[config.mk]
export PLATFORM = sky130hd
export DESIGN_NAME = mac_slice
export DESIGN_NICKNAME = d
export VERILOG_FILES = /design/src/hw/mac_pkg.sv /design/src/hw/mac_act_stream.sv /design/src/hw/mac_cfg_regs.sv /design/src/hw/mac_datapath.sv /design/src/hw/mac_seq.sv /design/src/hw/mac_slice.sv /design/src/hw/mac_weight_mem.sv
export VERILOG_INCLUDE_DIRS = /design/src /design/src/hw
export SDC_FILE = /design/constraint.sdc
export NUM_CORES = 1
export LEC_CHECK = 0
export BUFFER_PORTS_ARGS = -buffer_cell sky130_fd_sc_hd__buf_2
export CAP_MARGIN = 20
export CORE_MARGIN = 5
export CORE_UTILIZATION = 44
export CTS_CLUSTER_DIAMETER = 60
export DETAILED_ROUTE_END_ITERATION = 10
export HOLD_SLACK_MARGIN = 0.03
export PLACE_DENSITY = 0.75
export SYNTH_ARGS = -nofsm -noshare
export SYNTH_HDL_FRONTEND = slang
export SYNTH_SLANG_ARGS = --single-unit
export TNS_END_PERCENT = 30
[constraint.sdc]
create_clock -name clk -period 5.2 [get_ports clk]
set_input_delay 0.52 -clock clk [delete_from_list [all_inputs] [get_ports clk]]
set_output_delay 0.52 -clock clk [all_outputs]
set_load 0.02 [all_outputs]
[src/hw/mac_params.svh]
`ifndef MAC_PARAMS_SVH
`define MAC_PARAMS_SVH

// datapath widths
`define MAC_ACT_W     8
`define MAC_WGT_W     8
`define MAC_RES_W     32

// storage depths
`define MAC_W_DEPTH   4
`define MAC_A_DEPTH   4
`define MAC_LEN_W     4   // group length 1..15, 0 acts as 1

// APB register map
`define MAC_APB_AW    8
`define MAC_REG_CTRL  8'h00
`define MAC_REG_LEN   8'h04
`define MAC_REG_TAP   8'h08
`define MAC_REG_COUNT 8'h0C

`endif

[src/hw/mac_pkg.sv]
`default_nettype none
`include "mac_params.svh"

package mac_pkg;

	typedef logic [`MAC_ACT_W-1:0]                act_t;
	typedef logic [`MAC_WGT_W-1:0]                wgt_t;
	typedef logic signed [`MAC_ACT_W+`MAC_WGT_W:0] prod_t; // 9x9 signed fits in 17 bits
	typedef logic [`MAC_RES_W-1:0]                acc_t;
	typedef logic [$clog2(`MAC_W_DEPTH)-1:0]      waddr_t;
	typedef logic [$clog2(`MAC_A_DEPTH)-1:0]      tap_t;
	typedef logic [`MAC_LEN_W-1:0]                len_t;

	// ------------------------------------------------------------------------
	// configuration and per-sample control

	typedef struct packed {
		logic enable;
		logic signed_mode;
		logic hp;           // 16-bit activations as two halves
		len_t len;
		tap_t tap;
	} mac_cfg_t;

	typedef struct packed {
		logic valid;
		logic a_s;          // activation operand signed
		logic b_s;          // weight operand signed
		logic shift_hi;     // high half, product << 8
		logic first;
		logic last;
	} mac_ctl_t;

	typedef struct packed {
		logic                  psel;
		logic                  penable;
		logic                  pwrite;
		logic [`MAC_APB_AW-1:0] paddr;
		logic [31:0]           pwdata;
	} apb_req_t;

	typedef enum logic [1:0] {
		IDLE,
		LOW,
		HIGH
	} seq_state_t;

endpackage

`default_nettype wire

[src/hw/mac_act_stream.sv]
`timescale 1ns/10ps
`default_nettype none
`include "mac_params.svh"

module mac_act_stream (
	input  wire                 clk,
	input  wire                 rst,
	input  wire mac_pkg::act_t  a_in,
	input  wire                 a_en,
	input  wire mac_pkg::tap_t  tap,
	output mac_pkg::act_t       a_tap,
	output mac_pkg::act_t       a_cascade
);

	mac_pkg::act_t stage_q [`MAC_A_DEPTH];
	mac_pkg::act_t tap_line [`MAC_A_DEPTH]; // tap_line[k] is k samples back

	always_ff @(posedge clk) begin
		if (rst) begin
			for (int i = 0; i < `MAC_A_DEPTH; i++)
				stage_q[i] <= '0;
		end else if (a_en) begin
			stage_q[0] <= a_in;
			for (int i = 1; i < `MAC_A_DEPTH; i++)
				stage_q[i] <= stage_q[i-1];
		end
	end

	always_comb begin
		tap_line[0] = a_in; // tap 0 passes the current sample straight through
		for (int i = 1; i < `MAC_A_DEPTH; i++)
			tap_line[i] = stage_q[i-1];
	end

	assign a_tap     = tap_line[tap];
	assign a_cascade = stage_q[`MAC_A_DEPTH-1];

endmodule

`default_nettype wire

[src/hw/mac_cfg_regs.sv]
`timescale 1ns/10ps
`default_nettype none
`include "mac_params.svh"

module mac_cfg_regs (
	input  wire                     clk,
	input  wire                     rst,
	input  wire mac_pkg::apb_req_t  apb,
	output logic [31:0]             prdata,
	output logic                    pready,
	output logic                    pslverr,
	input  wire                     res_valid,
	output mac_pkg::mac_cfg_t       cfg
);

	logic          access;
	logic          hit_ctrl;
	logic          hit_len;
	logic          hit_tap;
	logic          hit_count;
	logic          bad;
	logic [2:0]    ctrl_q;  // hp, signed_mode, enable
	mac_pkg::len_t len_q;
	mac_pkg::tap_t tap_q;
	logic [31:0]   count_q; // results emitted since reset

	// ------------------------------------------------------------------------
	// address decode

	assign access    = apb.psel & apb.penable;
	assign hit_ctrl  = (apb.paddr == `MAC_REG_CTRL);
	assign hit_len   = (apb.paddr == `MAC_REG_LEN);
	assign hit_tap   = (apb.paddr == `MAC_REG_TAP);
	assign hit_count = (apb.paddr == `MAC_REG_COUNT);

	// unmapped, or a write to the read-only counter
	assign bad = ~(hit_ctrl | hit_len | hit_tap | hit_count) | (apb.pwrite & hit_count);

	assign pready  = 1'b1;           // zero wait states
	assign pslverr = access & bad;

	always_ff @(posedge clk) begin
		if (rst) begin
			ctrl_q <= '0;
			len_q  <= '0;
			tap_q  <= '0;
		end else if (access & apb.pwrite & ~bad) begin
			if (hit_ctrl)
				ctrl_q <= apb.pwdata[2:0];
			if (hit_len)
				len_q <= apb.pwdata[`MAC_LEN_W-1:0];
			if (hit_tap)
				tap_q <= apb.pwdata[$bits(mac_pkg::tap_t)-1:0];
		end
	end

	always_ff @(posedge clk) begin
		if (rst)
			count_q <= '0;
		else if (res_valid)
			count_q <= count_q + 32'd1;
	end

	// read mux, zero for anything unmapped
	always_comb begin
		prdata = '0;
		if (hit_ctrl)
			prdata[2:0] = ctrl_q;
		else if (hit_len)
			prdata[`MAC_LEN_W-1:0] = len_q;
		else if (hit_tap)
			prdata[$bits(mac_pkg::tap_t)-1:0] = tap_q;
		else if (hit_count)
			prdata = count_q;
	end

	assign cfg.enable      = ctrl_q[0];
	assign cfg.signed_mode = ctrl_q[1];
	assign cfg.hp          = ctrl_q[2];
	assign cfg.len         = len_q;
	assign cfg.tap         = tap_q;

endmodule

`default_nettype wire

[src/hw/mac_datapath.sv]
`timescale 1ns/10ps
`default_nettype none
`include "mac_params.svh"

module mac_datapath (
	input  wire                     clk,
	input  wire                     rst,
	input  wire mac_pkg::act_t      a,
	input  wire mac_pkg::wgt_t      w,
	input  wire mac_pkg::mac_ctl_t  ctl,
	output mac_pkg::acc_t           res_out,
	output logic                    res_valid
);

	localparam int PW = $bits(mac_pkg::prod_t);
	localparam int RW = $bits(mac_pkg::acc_t);

	logic signed [`MAC_ACT_W:0]             a_ext;
	logic signed [`MAC_WGT_W:0]             w_ext;
	logic signed [`MAC_ACT_W+`MAC_WGT_W+1:0] prod_full;
	mac_pkg::prod_t                         prod;
	mac_pkg::acc_t                          prod_ext;
	mac_pkg::acc_t                          p1_q;     // stage 1 shifted product
	logic                                   v1_q;
	logic                                   first1_q;
	logic                                   last1_q;
	mac_pkg::acc_t                          acc_q;
	mac_pkg::acc_t                          sum;

	// ------------------------------------------------------------------------
	// multiply, extension per operand sign

	assign a_ext     = {ctl.a_s & a[`MAC_ACT_W-1], a};
	assign w_ext     = {ctl.b_s & w[`MAC_WGT_W-1], w};
	assign prod_full = a_ext * w_ext;
	assign prod      = prod_full[PW-1:0];
	assign prod_ext  = {{(RW-PW){prod[PW-1]}}, prod};

	// first replaces the running sum
	assign sum = first1_q ? p1_q : acc_q + p1_q;

	always_ff @(posedge clk) begin
		if (rst) begin
			v1_q      <= 1'b0;
			first1_q  <= 1'b0;
			last1_q   <= 1'b0;
			res_valid <= 1'b0;
		end else begin
			v1_q      <= ctl.valid;
			first1_q  <= ctl.first;
			last1_q   <= ctl.last;
			res_valid <= v1_q & last1_q;  // one cycle pulse, no hold
		end
	end

	always_ff @(posedge clk) begin
		p1_q <= ctl.shift_hi ? (prod_ext << `MAC_ACT_W) : prod_ext;
		if (v1_q) begin
			acc_q <= sum;
			if (last1_q)
				res_out <= sum;
		end
	end

endmodule

`default_nettype wire

[src/hw/mac_seq.sv]
`timescale 1ns/10ps
`default_nettype none

module mac_seq (
	input  wire                     clk,
	input  wire                     rst,
	input  wire mac_pkg::mac_cfg_t  cfg,
	input  wire                     a_en,
	output mac_pkg::waddr_t         addr,
	output mac_pkg::mac_ctl_t       ctl
);

	mac_pkg::seq_state_t state_q;
	mac_pkg::waddr_t     addr_q;
	mac_pkg::len_t       cnt_q;     // position within the group
	mac_pkg::len_t       last_pos;
	logic                hi_phase;
	logic                pair_done; // this sample closes an address step
	logic                grp_end;

	assign last_pos  = (cfg.len == '0) ? '0 : cfg.len - mac_pkg::len_t'(1);
	assign hi_phase  = cfg.hp & (state_q == mac_pkg::HIGH);
	assign pair_done = ~cfg.hp | hi_phase;
	assign grp_end   = pair_done & (cnt_q == last_pos);

	// ------------------------------------------------------------------------
	// FSM, address and group counters

	always_ff @(posedge clk) begin
		if (rst || !cfg.enable) begin // disable also restarts at address 0
			state_q <= mac_pkg::IDLE;
			addr_q  <= '0;
			cnt_q   <= '0;
		end else if (a_en) begin
			if (pair_done) begin
				state_q <= mac_pkg::LOW;
				addr_q  <= addr_q + mac_pkg::waddr_t'(1);
				cnt_q   <= grp_end ? '0 : cnt_q + mac_pkg::len_t'(1);
			end else begin
				state_q <= mac_pkg::HIGH; // low half taken, same weight next
			end
		end else if (state_q == mac_pkg::IDLE) begin
			state_q <= mac_pkg::LOW;
		end
	end

	assign addr = addr_q;

	assign ctl.valid    = cfg.enable & a_en;
	assign ctl.a_s      = cfg.signed_mode & (~cfg.hp | hi_phase); // low half unsigned
	assign ctl.b_s      = cfg.signed_mode;
	assign ctl.shift_hi = hi_phase;
	assign ctl.first    = ctl.valid & (cnt_q == '0) & ~hi_phase;
	assign ctl.last     = ctl.valid & grp_end;

endmodule

`default_nettype wire

[src/hw/mac_slice.sv]
`timescale 1ns/10ps
`default_nettype none

module mac_slice (
	input  wire                     clk,
	input  wire                     rst,
	input  wire mac_pkg::apb_req_t  apb,
	output logic [31:0]             prdata,
	output logic                    pready,
	output logic                    pslverr,
	input  wire mac_pkg::act_t      a_in,
	input  wire                     a_en,
	output mac_pkg::act_t           a_cascade,
	input  wire mac_pkg::wgt_t      w_in,
	input  wire                     w_en,
	output mac_pkg::wgt_t           w_cascade,
	output mac_pkg::acc_t           res_out,
	output logic                    res_valid
);

	mac_pkg::mac_cfg_t cfg;
	mac_pkg::mac_ctl_t ctl;
	mac_pkg::act_t     a_tap;
	mac_pkg::wgt_t     w_rd;
	mac_pkg::waddr_t   addr;

	mac_cfg_regs u_regs (
		.clk       (clk),
		.rst       (rst),
		.apb       (apb),
		.prdata    (prdata),
		.pready    (pready),
		.pslverr   (pslverr),
		.res_valid (res_valid),
		.cfg       (cfg)
	);

	mac_act_stream u_act (
		.clk       (clk),
		.rst       (rst),
		.a_in      (a_in),
		.a_en      (a_en),
		.tap       (cfg.tap),
		.a_tap     (a_tap),
		.a_cascade (a_cascade)
	);

	mac_weight_mem u_wgt (
		.clk       (clk),
		.rst       (rst),
		.w_in      (w_in),
		.w_en      (w_en),
		.addr      (addr),
		.w_out     (w_rd),
		.w_cascade (w_cascade)
	);

	mac_seq u_seq (
		.clk  (clk),
		.rst  (rst),
		.cfg  (cfg),
		.a_en (a_en),
		.addr (addr),
		.ctl  (ctl)
	);

	mac_datapath u_dp (
		.clk       (clk),
		.rst       (rst),
		.a         (a_tap),
		.w         (w_rd),
		.ctl       (ctl),
		.res_out   (res_out),
		.res_valid (res_valid)
	);

endmodule

`default_nettype wire

[src/hw/mac_weight_mem.sv]
`timescale 1ns/10ps
`default_nettype none
`include "mac_params.svh"

module mac_weight_mem (
	input  wire                  clk,
	input  wire                  rst,
	input  wire mac_pkg::wgt_t   w_in,
	input  wire                  w_en,
	input  wire mac_pkg::waddr_t addr,
	output mac_pkg::wgt_t        w_out,
	output mac_pkg::wgt_t        w_cascade
);

	mac_pkg::wgt_t mem_q [`MAC_W_DEPTH];
	mac_pkg::wgt_t casc_q;

	// ------------------------------------------------------------------------
	// shift load, entry 0 takes the new weight

	always_ff @(posedge clk) begin
		if (rst) begin
			for (int i = 0; i < `MAC_W_DEPTH; i++)
				mem_q[i] <= '0;
			casc_q <= '0;
		end else if (w_en) begin
			mem_q[0] <= w_in;
			for (int i = 1; i < `MAC_W_DEPTH; i++)
				mem_q[i] <= mem_q[i-1];
			casc_q <= mem_q[`MAC_W_DEPTH-1]; // top entry falls out to the next slice
		end
	end

	assign w_out     = mem_q[addr];
	assign w_cascade = casc_q;

endmodule

`default_nettype wire

# == After elaboration in Yosys (flattened, before gate mapping) ==
# Memories as Yosys holds them, arrays and structs flattened. A register that Yosys moved wholly into a read port is not among the register bits.
# Cells that the tools add are included.
# op_classes
addsub,5
mul,1
n_lt_le_gt_ge,1
n_eq_ne,5
n_mux,35
bitwise,33
reduce_logical,12
# ops
cell,n
8-bit two-way mux,10
32-bit two-way mux,2
"32-bit by 1-bit adder with 32-bit output, second input constant",1
32-bit adder,1
30-bit two-way mux,1
29-bit two-way mux,1
28-bit two-way mux,1
24-bit two-way mux,1
9-bit by 9-bit multiplier with 17-bit output,1
8-bit binary-select mux with 2-bit select,1
"8-bit by 4-bit equality test with 1-bit output, second input constant",2
1-bit AND,15
1-bit bitwise OR,13
2-bit two-way mux,6
4-bit two-way mux,3
2-bit AND reduction,5
"8-bit by 3-bit equality test with 1-bit output, second input constant",1
4-bit zero test,2
8-bit zero test,1
1-bit two-way mux,8
"4-bit by 1-bit adder with 4-bit output, second input constant",1
4-bit equality test,1
1-bit inverter,4
"4-bit by 1-bit subtractor with 4-bit output, second input constant",1
other kinds (9),9
# word_totals
register_bits,142
ram_bits,64
inputBits,63
output_inout_bits,83
word_cells,109
mem_count,2
# memory_table
memory,words,word_bits,read_ports,rd_clocked_by_memory_dff,write_ports,line,source
u_act.stage_q,4,8,4,0,4,mac_act_stream.sv:15,mac_pkg::act_t stage_q [`MAC_A_DEPTH];
u_wgt.mem_q,4,8,5,2,4,mac_weight_mem.sv:15,mac_pkg::wgt_t mem_q [`MAC_W_DEPTH];

# == Longest topological paths before layout ==
# depth
ltp_word,9
mapped_depth,23
mapped_depth_nobuf,22

# == By module ==
# Synthesis repeated with hierarchy kept, for this count alone.
# hier_totals
hier_cells,1254
hier_area_um2,13404.1
# modules_own_cells
module,n_inst,cells_each,area_per_inst_um2,seq_area_each_um2
mac_datapath,1,738,7475.9,2502.4
mac_cfg_regs,1,249,2110.8,820.8
mac_weight_mem,1,105,1697.9,1121.1
mac_act_stream,1,89,1526.5,960.9
mac_seq,1,73,593.1,160.2

# == Least setup slack after synthesis ==
# OpenSTA, ideal clock, no wires.
# synth_timing
path_kind,flip-flop to flip-flop
from,reg u_regs.tap_q[0]
to,reg u_dp.p1_q[16]
setup_time_ns,0.128
arrival_ns,5.554
required_time_ns,5.072
slack_ns,-0.481
path_stages_with_launch,20
path_buffers,1
synth_period_minus_slack_ns,5.681
cell_sequence,dfxtp_1 buf_6 mux4_1 or2_2 fa_1 fa_1 inv_1 fa_1 fa_1 inv_1 fa_1 inv_1 ha_1 nand2b_1 a21oi_1 o22a_1 a2111oi_0 o21bai_1 nand3_2 o21ai_0
# synth_between
elab_chain_cells,7
# synth_lines
element,line,source
from (decl),mac_cfg_regs.sv:24,mac_pkg::tap_t tap_q;
from (signal assigned),mac_cfg_regs.sv:53,tap_q <= apb.pwdata[$bits(mac_pkg::tap_t)-1:0];
2-bit inverter with 3-bit output (not written as such) *,mac_act_stream.sv:35,assign a_tap = tap_line[tap];
8-bit binary-select mux with 2-bit select *,mac_act_stream.sv:35,
8-bit two-way mux (not written as such) * (2 in series),mac_act_stream.sv:35,
1-bit AND,mac_datapath.sv:33,"assign a_ext = {ctl.a_s & a[`MAC_ACT_W-1], a};"
9-bit by 9-bit multiplier with 17-bit output *,mac_datapath.sv:35,assign prod_full = a_ext * w_ext;
24-bit two-way mux *,mac_datapath.sv:57,p1_q <= ctl.shift_hi ? (prod_ext << `MAC_ACT_W) : prod_ext;
to (signal assigned),mac_datapath.sv:57,
to (decl),mac_datapath.sv:23,mac_pkg::acc_t p1_q;
# Mark *: on every way between the ends. The rest lies on a longest branch, timed or not. The select of a mux whose other input is x is not followed.
# A chain may end at the register's enable or synchronous reset.

==> impl_results.md <==
* Status: finished, violations left
* Failing checks: setup timing
* DRC at 0
* Post-DP HPWL at 19,870 um
* Drt wl/cell at 14.76 um
* Pin count of the biggest net entering global routing at 61
* Fin worst setup slack at -0.3110 ns
* RSZ-0062 raised after global routing: true
* Fin crit period at 5.511 ns
* Required time of the worst setup path at 5.57 ns
* Seq cells post-synth at 216
* Routed WL at 26,540 um
* Port Buf Inserts at 116
* FP Rows at 62
* Kind of critical path: reg -> reg
* Pwr Total at 4.974 mW
* Startpoint Class: flip-flop
* Layout cell share with drive strength beyond 1 at 22.63%
* Slew Limit Fails at 0
* Leak pwr at 6.641 nW
* Max clock buf depth at 3
* Distinct cell type count after synthesis at 59
* Die X at 181.5 um
* Die area at 32,950 sq um
* Seq/Total Area, Yosys at 43.31%
* NetSw at 1.428 mW
* Mean Syn Cell Area at 10.70 sq um
* Core area at 28,860 sq um
* I/O pin total at 146
* Layout Skew at 0.01407 ns
* Antenna Nets Post-Route at 0
* Worst IR drop on VDD at 0.2780 mV
* GR Overflow Total at 0
* Total CTS buffers at 25
* Vias/cell at 5.069
* Vias at 9,114
* Yosys Warn Count at 0
* Peak Freq at 181.5 MHz
* GRT Util Overall at 15.84%
* Gate Count Post-Synth at 1,210
* Logic pwr share at 25.8%
* Final net count at 1,596
* Switching Fraction at 28.72%
* Final Wtd Congestion at 0.8618
* Final Hold Vio Count at 0
* Post-synth EDFFs at 128
* Clock slew at reported path FFs at 0.06 ns
* Top_reg_cell synth: edfxtp_1
* Clock Sinks at 216
* Area grow syn2layout at 19.77%
* Clk pwr share at 33.9%
* Crit end category: flip-flop
* Reg power frac at 40.3%
* Slew margin rel. at 31.80%
* Max-Cap Viols at 0
* WP data arrival at 5.88 ns
* Synthesized Nets at 1,410
* H-tree Lvls at 1
* Initial DRC count at 486
* Fraction of registers with async set/reset at 0%
* Die H at 181.5 um
* Pwr dens at 320.9 nW/um^2
* P_int at 3.546 mW
* CP max FO at 8
* Hold_sp: apb[3]
* CTS root buf: clkbuf_16
* Post-layout util at 53.72%
* DR pass1 iterations at 5
* First-pass GRT wire length at 44,590 um
* Worst-Margin Slew at 1.019 ns
* Antenna violations before repair at 1
* Vias in the first global route at 9,334
* Filler cells at 2,515
* Initial Util at 44.85%
* Skew-Pair Late Insertion Delay at 0.52 ns
* Final Cycle Share at 106.0%
* Antenna cells at 0
* Cell Area, Synth at 12,940 sq um
* Setup-failing EPs final at 13
* CTS tree: yes
* Hold Path Class: in -> reg
## area by class of cell
cell class                 instances  area [sq um]  share of cell area, %
multi-input combinational        863          7037                  45.39
sequential                       216          5612                  36.20
timing repair buffer             197          1221                  7.877
clock buffer                      32         693.2                  4.471
tap                              384         480.5                  3.099
inverter                          93         349.1                  2.252
clock inverter                    13         110.1                 0.7103
## worst max-delay path, cell delays in order, from the launching register on
cell	delay, ns
dfxtp_2	0.34
buf_12	0.12
mux4_2	0.59
and2_4	0.18
fa_1	0.56
inv_2	0.05
fa_1	0.47
inv_1	0.05
fa_1	0.46
fa_1	0.53
inv_2	0.04
fa_1	0.51
inv_2	0.05
ha_4	0.28
nand2b_4	0.05
a21oi_2	0.13
o22a_1	0.21
a2111oi_4	0.09
or3b_4	0.42
nand3_4	0.14
o21ai_0	0.11
## power by group through the flow
stage	clock, mW	combinational [mW]	sequential [mW]
global route	1.79	1.44	2.02
CTS	1.72	1.21	2.01
detailed placement	0	1.17	2.04
floorplan	0	0.820	2.03
finish	1.69	1.28	2.01
global placement	0	1.13	2.04
## Yosys cell counts (all sizes together), types with 23 or more instances
cell type,n,area share [%]
nand2,101,2.9
clkbuf,30,0.87
fa,68,11
inv,93,2.7
dfxtp,88,14
xnor2,32,2.2
xor2,45,3.0
nor2,87,2.5
edfxtp,128,30
a21oi,44,1.7
mux2i,23,1.8
ha,69,6.7
nand3,23,0.93
and2,149,7.3
o21ai,67,2.6
## state kept, by name, indices dropped and copies added (netlist names), named ones only
name / flops
u_dp.first1_q: 1
u_regs.tap_q: 2
u_seq.cnt_q: 4
u_dp.v1_q: 1
u_regs.len_q: 4
u_seq.state_q: 2
u_regs.ctrl_q: 3
u_dp.res_out: 32
u_dp.p1_q: 25
u_dp.last1_q: 1
u_dp.res_valid: 1
u_dp.acc_q: 32
u_regs.count_q: 32
u_wgt.w_cascade: 8
u_seq.addr: 2
u_wgt.mem_q: 32
u_act.stage_q: 32
## through the flow
step           TNS [ns]  hold WS (ns)  setup slack (ns)  instances  area [sq um]
2_1_floorplan    -1.289        0.4622           -0.1429       1210         13010
3_3_place_gp     -4.671        0.4722           -0.3915       1746         14490
3_5_place_dp     -6.365        0.4824           -0.5650       1747         14500
4_1_cts          -3.786        0.2255           -0.3333       1794         15360
5_1_grt          -6.335        0.2611           -0.5438       1798         15500
6_report         -3.177        0.2442           -0.3110       1798         15500
## cell usage in the layout, fill, tap and decap left out, types with 5 or more instances in the layout
| master | netlist | routed |
|---|---|---|
| ha_1 | 69 | 64 |
| nand4_1 | 5 | 5 |
| mux4_2 | 14 | 17 |
| nor3_1 | 12 | 11 |
| nor2b_1 | 10 | 7 |
| nand2b_1 | 11 | 10 |
| nand2_2 | 1 | 7 |
| dfxtp_1 | 88 | 85 |
| a21oi_1 | 44 | 39 |
| nand3_1 | 22 | 22 |
| xnor2_1 | 32 | 30 |
| buf_4 | 1 | 77 |
| a21oi_2 | 0 | 5 |
| inv_2 | 0 | 6 |
| fa_1 | 68 | 65 |
| and2_1 | 140 | 139 |
| clkbuf_16 | 0 | 26 |
| and3_1 | 16 | 14 |
| and4_1 | 5 | 5 |
| xor2_1 | 45 | 45 |
| nor4_1 | 5 | 5 |
| inv_1 | 93 | 87 |
| or2_2 | 7 | 5 |
| nand2_1 | 100 | 93 |
| edfxtp_1 | 128 | 128 |
| o21ai_0 | 67 | 59 |
| and2_2 | 8 | 6 |
| a21o_1 | 16 | 16 |
| buf_2 | 3 | 116 |
| nor2_1 | 87 | 87 |
| mux2i_1 | 23 | 23 |
## path summary, 6_finish.rpt
kind / end / slack [ns] / cells past startpoint
max: u_dp.p1_q[21] / -0.31 / 20
min: u_regs.len_q[3] / 0.24 / 3
max reg2reg: u_dp.p1_q[21] / -0.31 / 20
min reg2reg: u_wgt.w_cascade[2] / 0.49 / 2
## kinds of logic (layout without fill, tap and decap cells)
logic type / count (synthesis) / after routing / share of synthesized area [%]
and+or+nand+nor: 442 / 442 / 17.75
muxes: 42 / 42 / 5.114
xor gates and xnor gates: 77 / 77 / 5.210
adders and majority gates: 137 / 137 / 17.19
buffers and inverters: 131 / 335 / 3.973
DFF: 216 / 216 / 43.31
AOI/OAI and AO/OA: 164 / 164 / 7.434
other: 1 / 1 / 0.02897
## metal layers
layer / routed length [um] / GRT usage, % / vias up
li1: - / - / 4493
met3: 1232 / 2.781 / 41
met1: 11420 / 19.68 / 4391
met2: 13380 / 28.84 / 187
met5: 11 / 0 / -
met4: 493 / 3.603 / 2
## repair_timing
item                                    CTS  global route
endpoints found under the setup margin   15            15
pin swaps                                 5            14
hold buffers                              0             0
gates resized for setup                  18            31
setup buffers                             2             4
No activity file was read; power rests on OpenSTA's default activity.
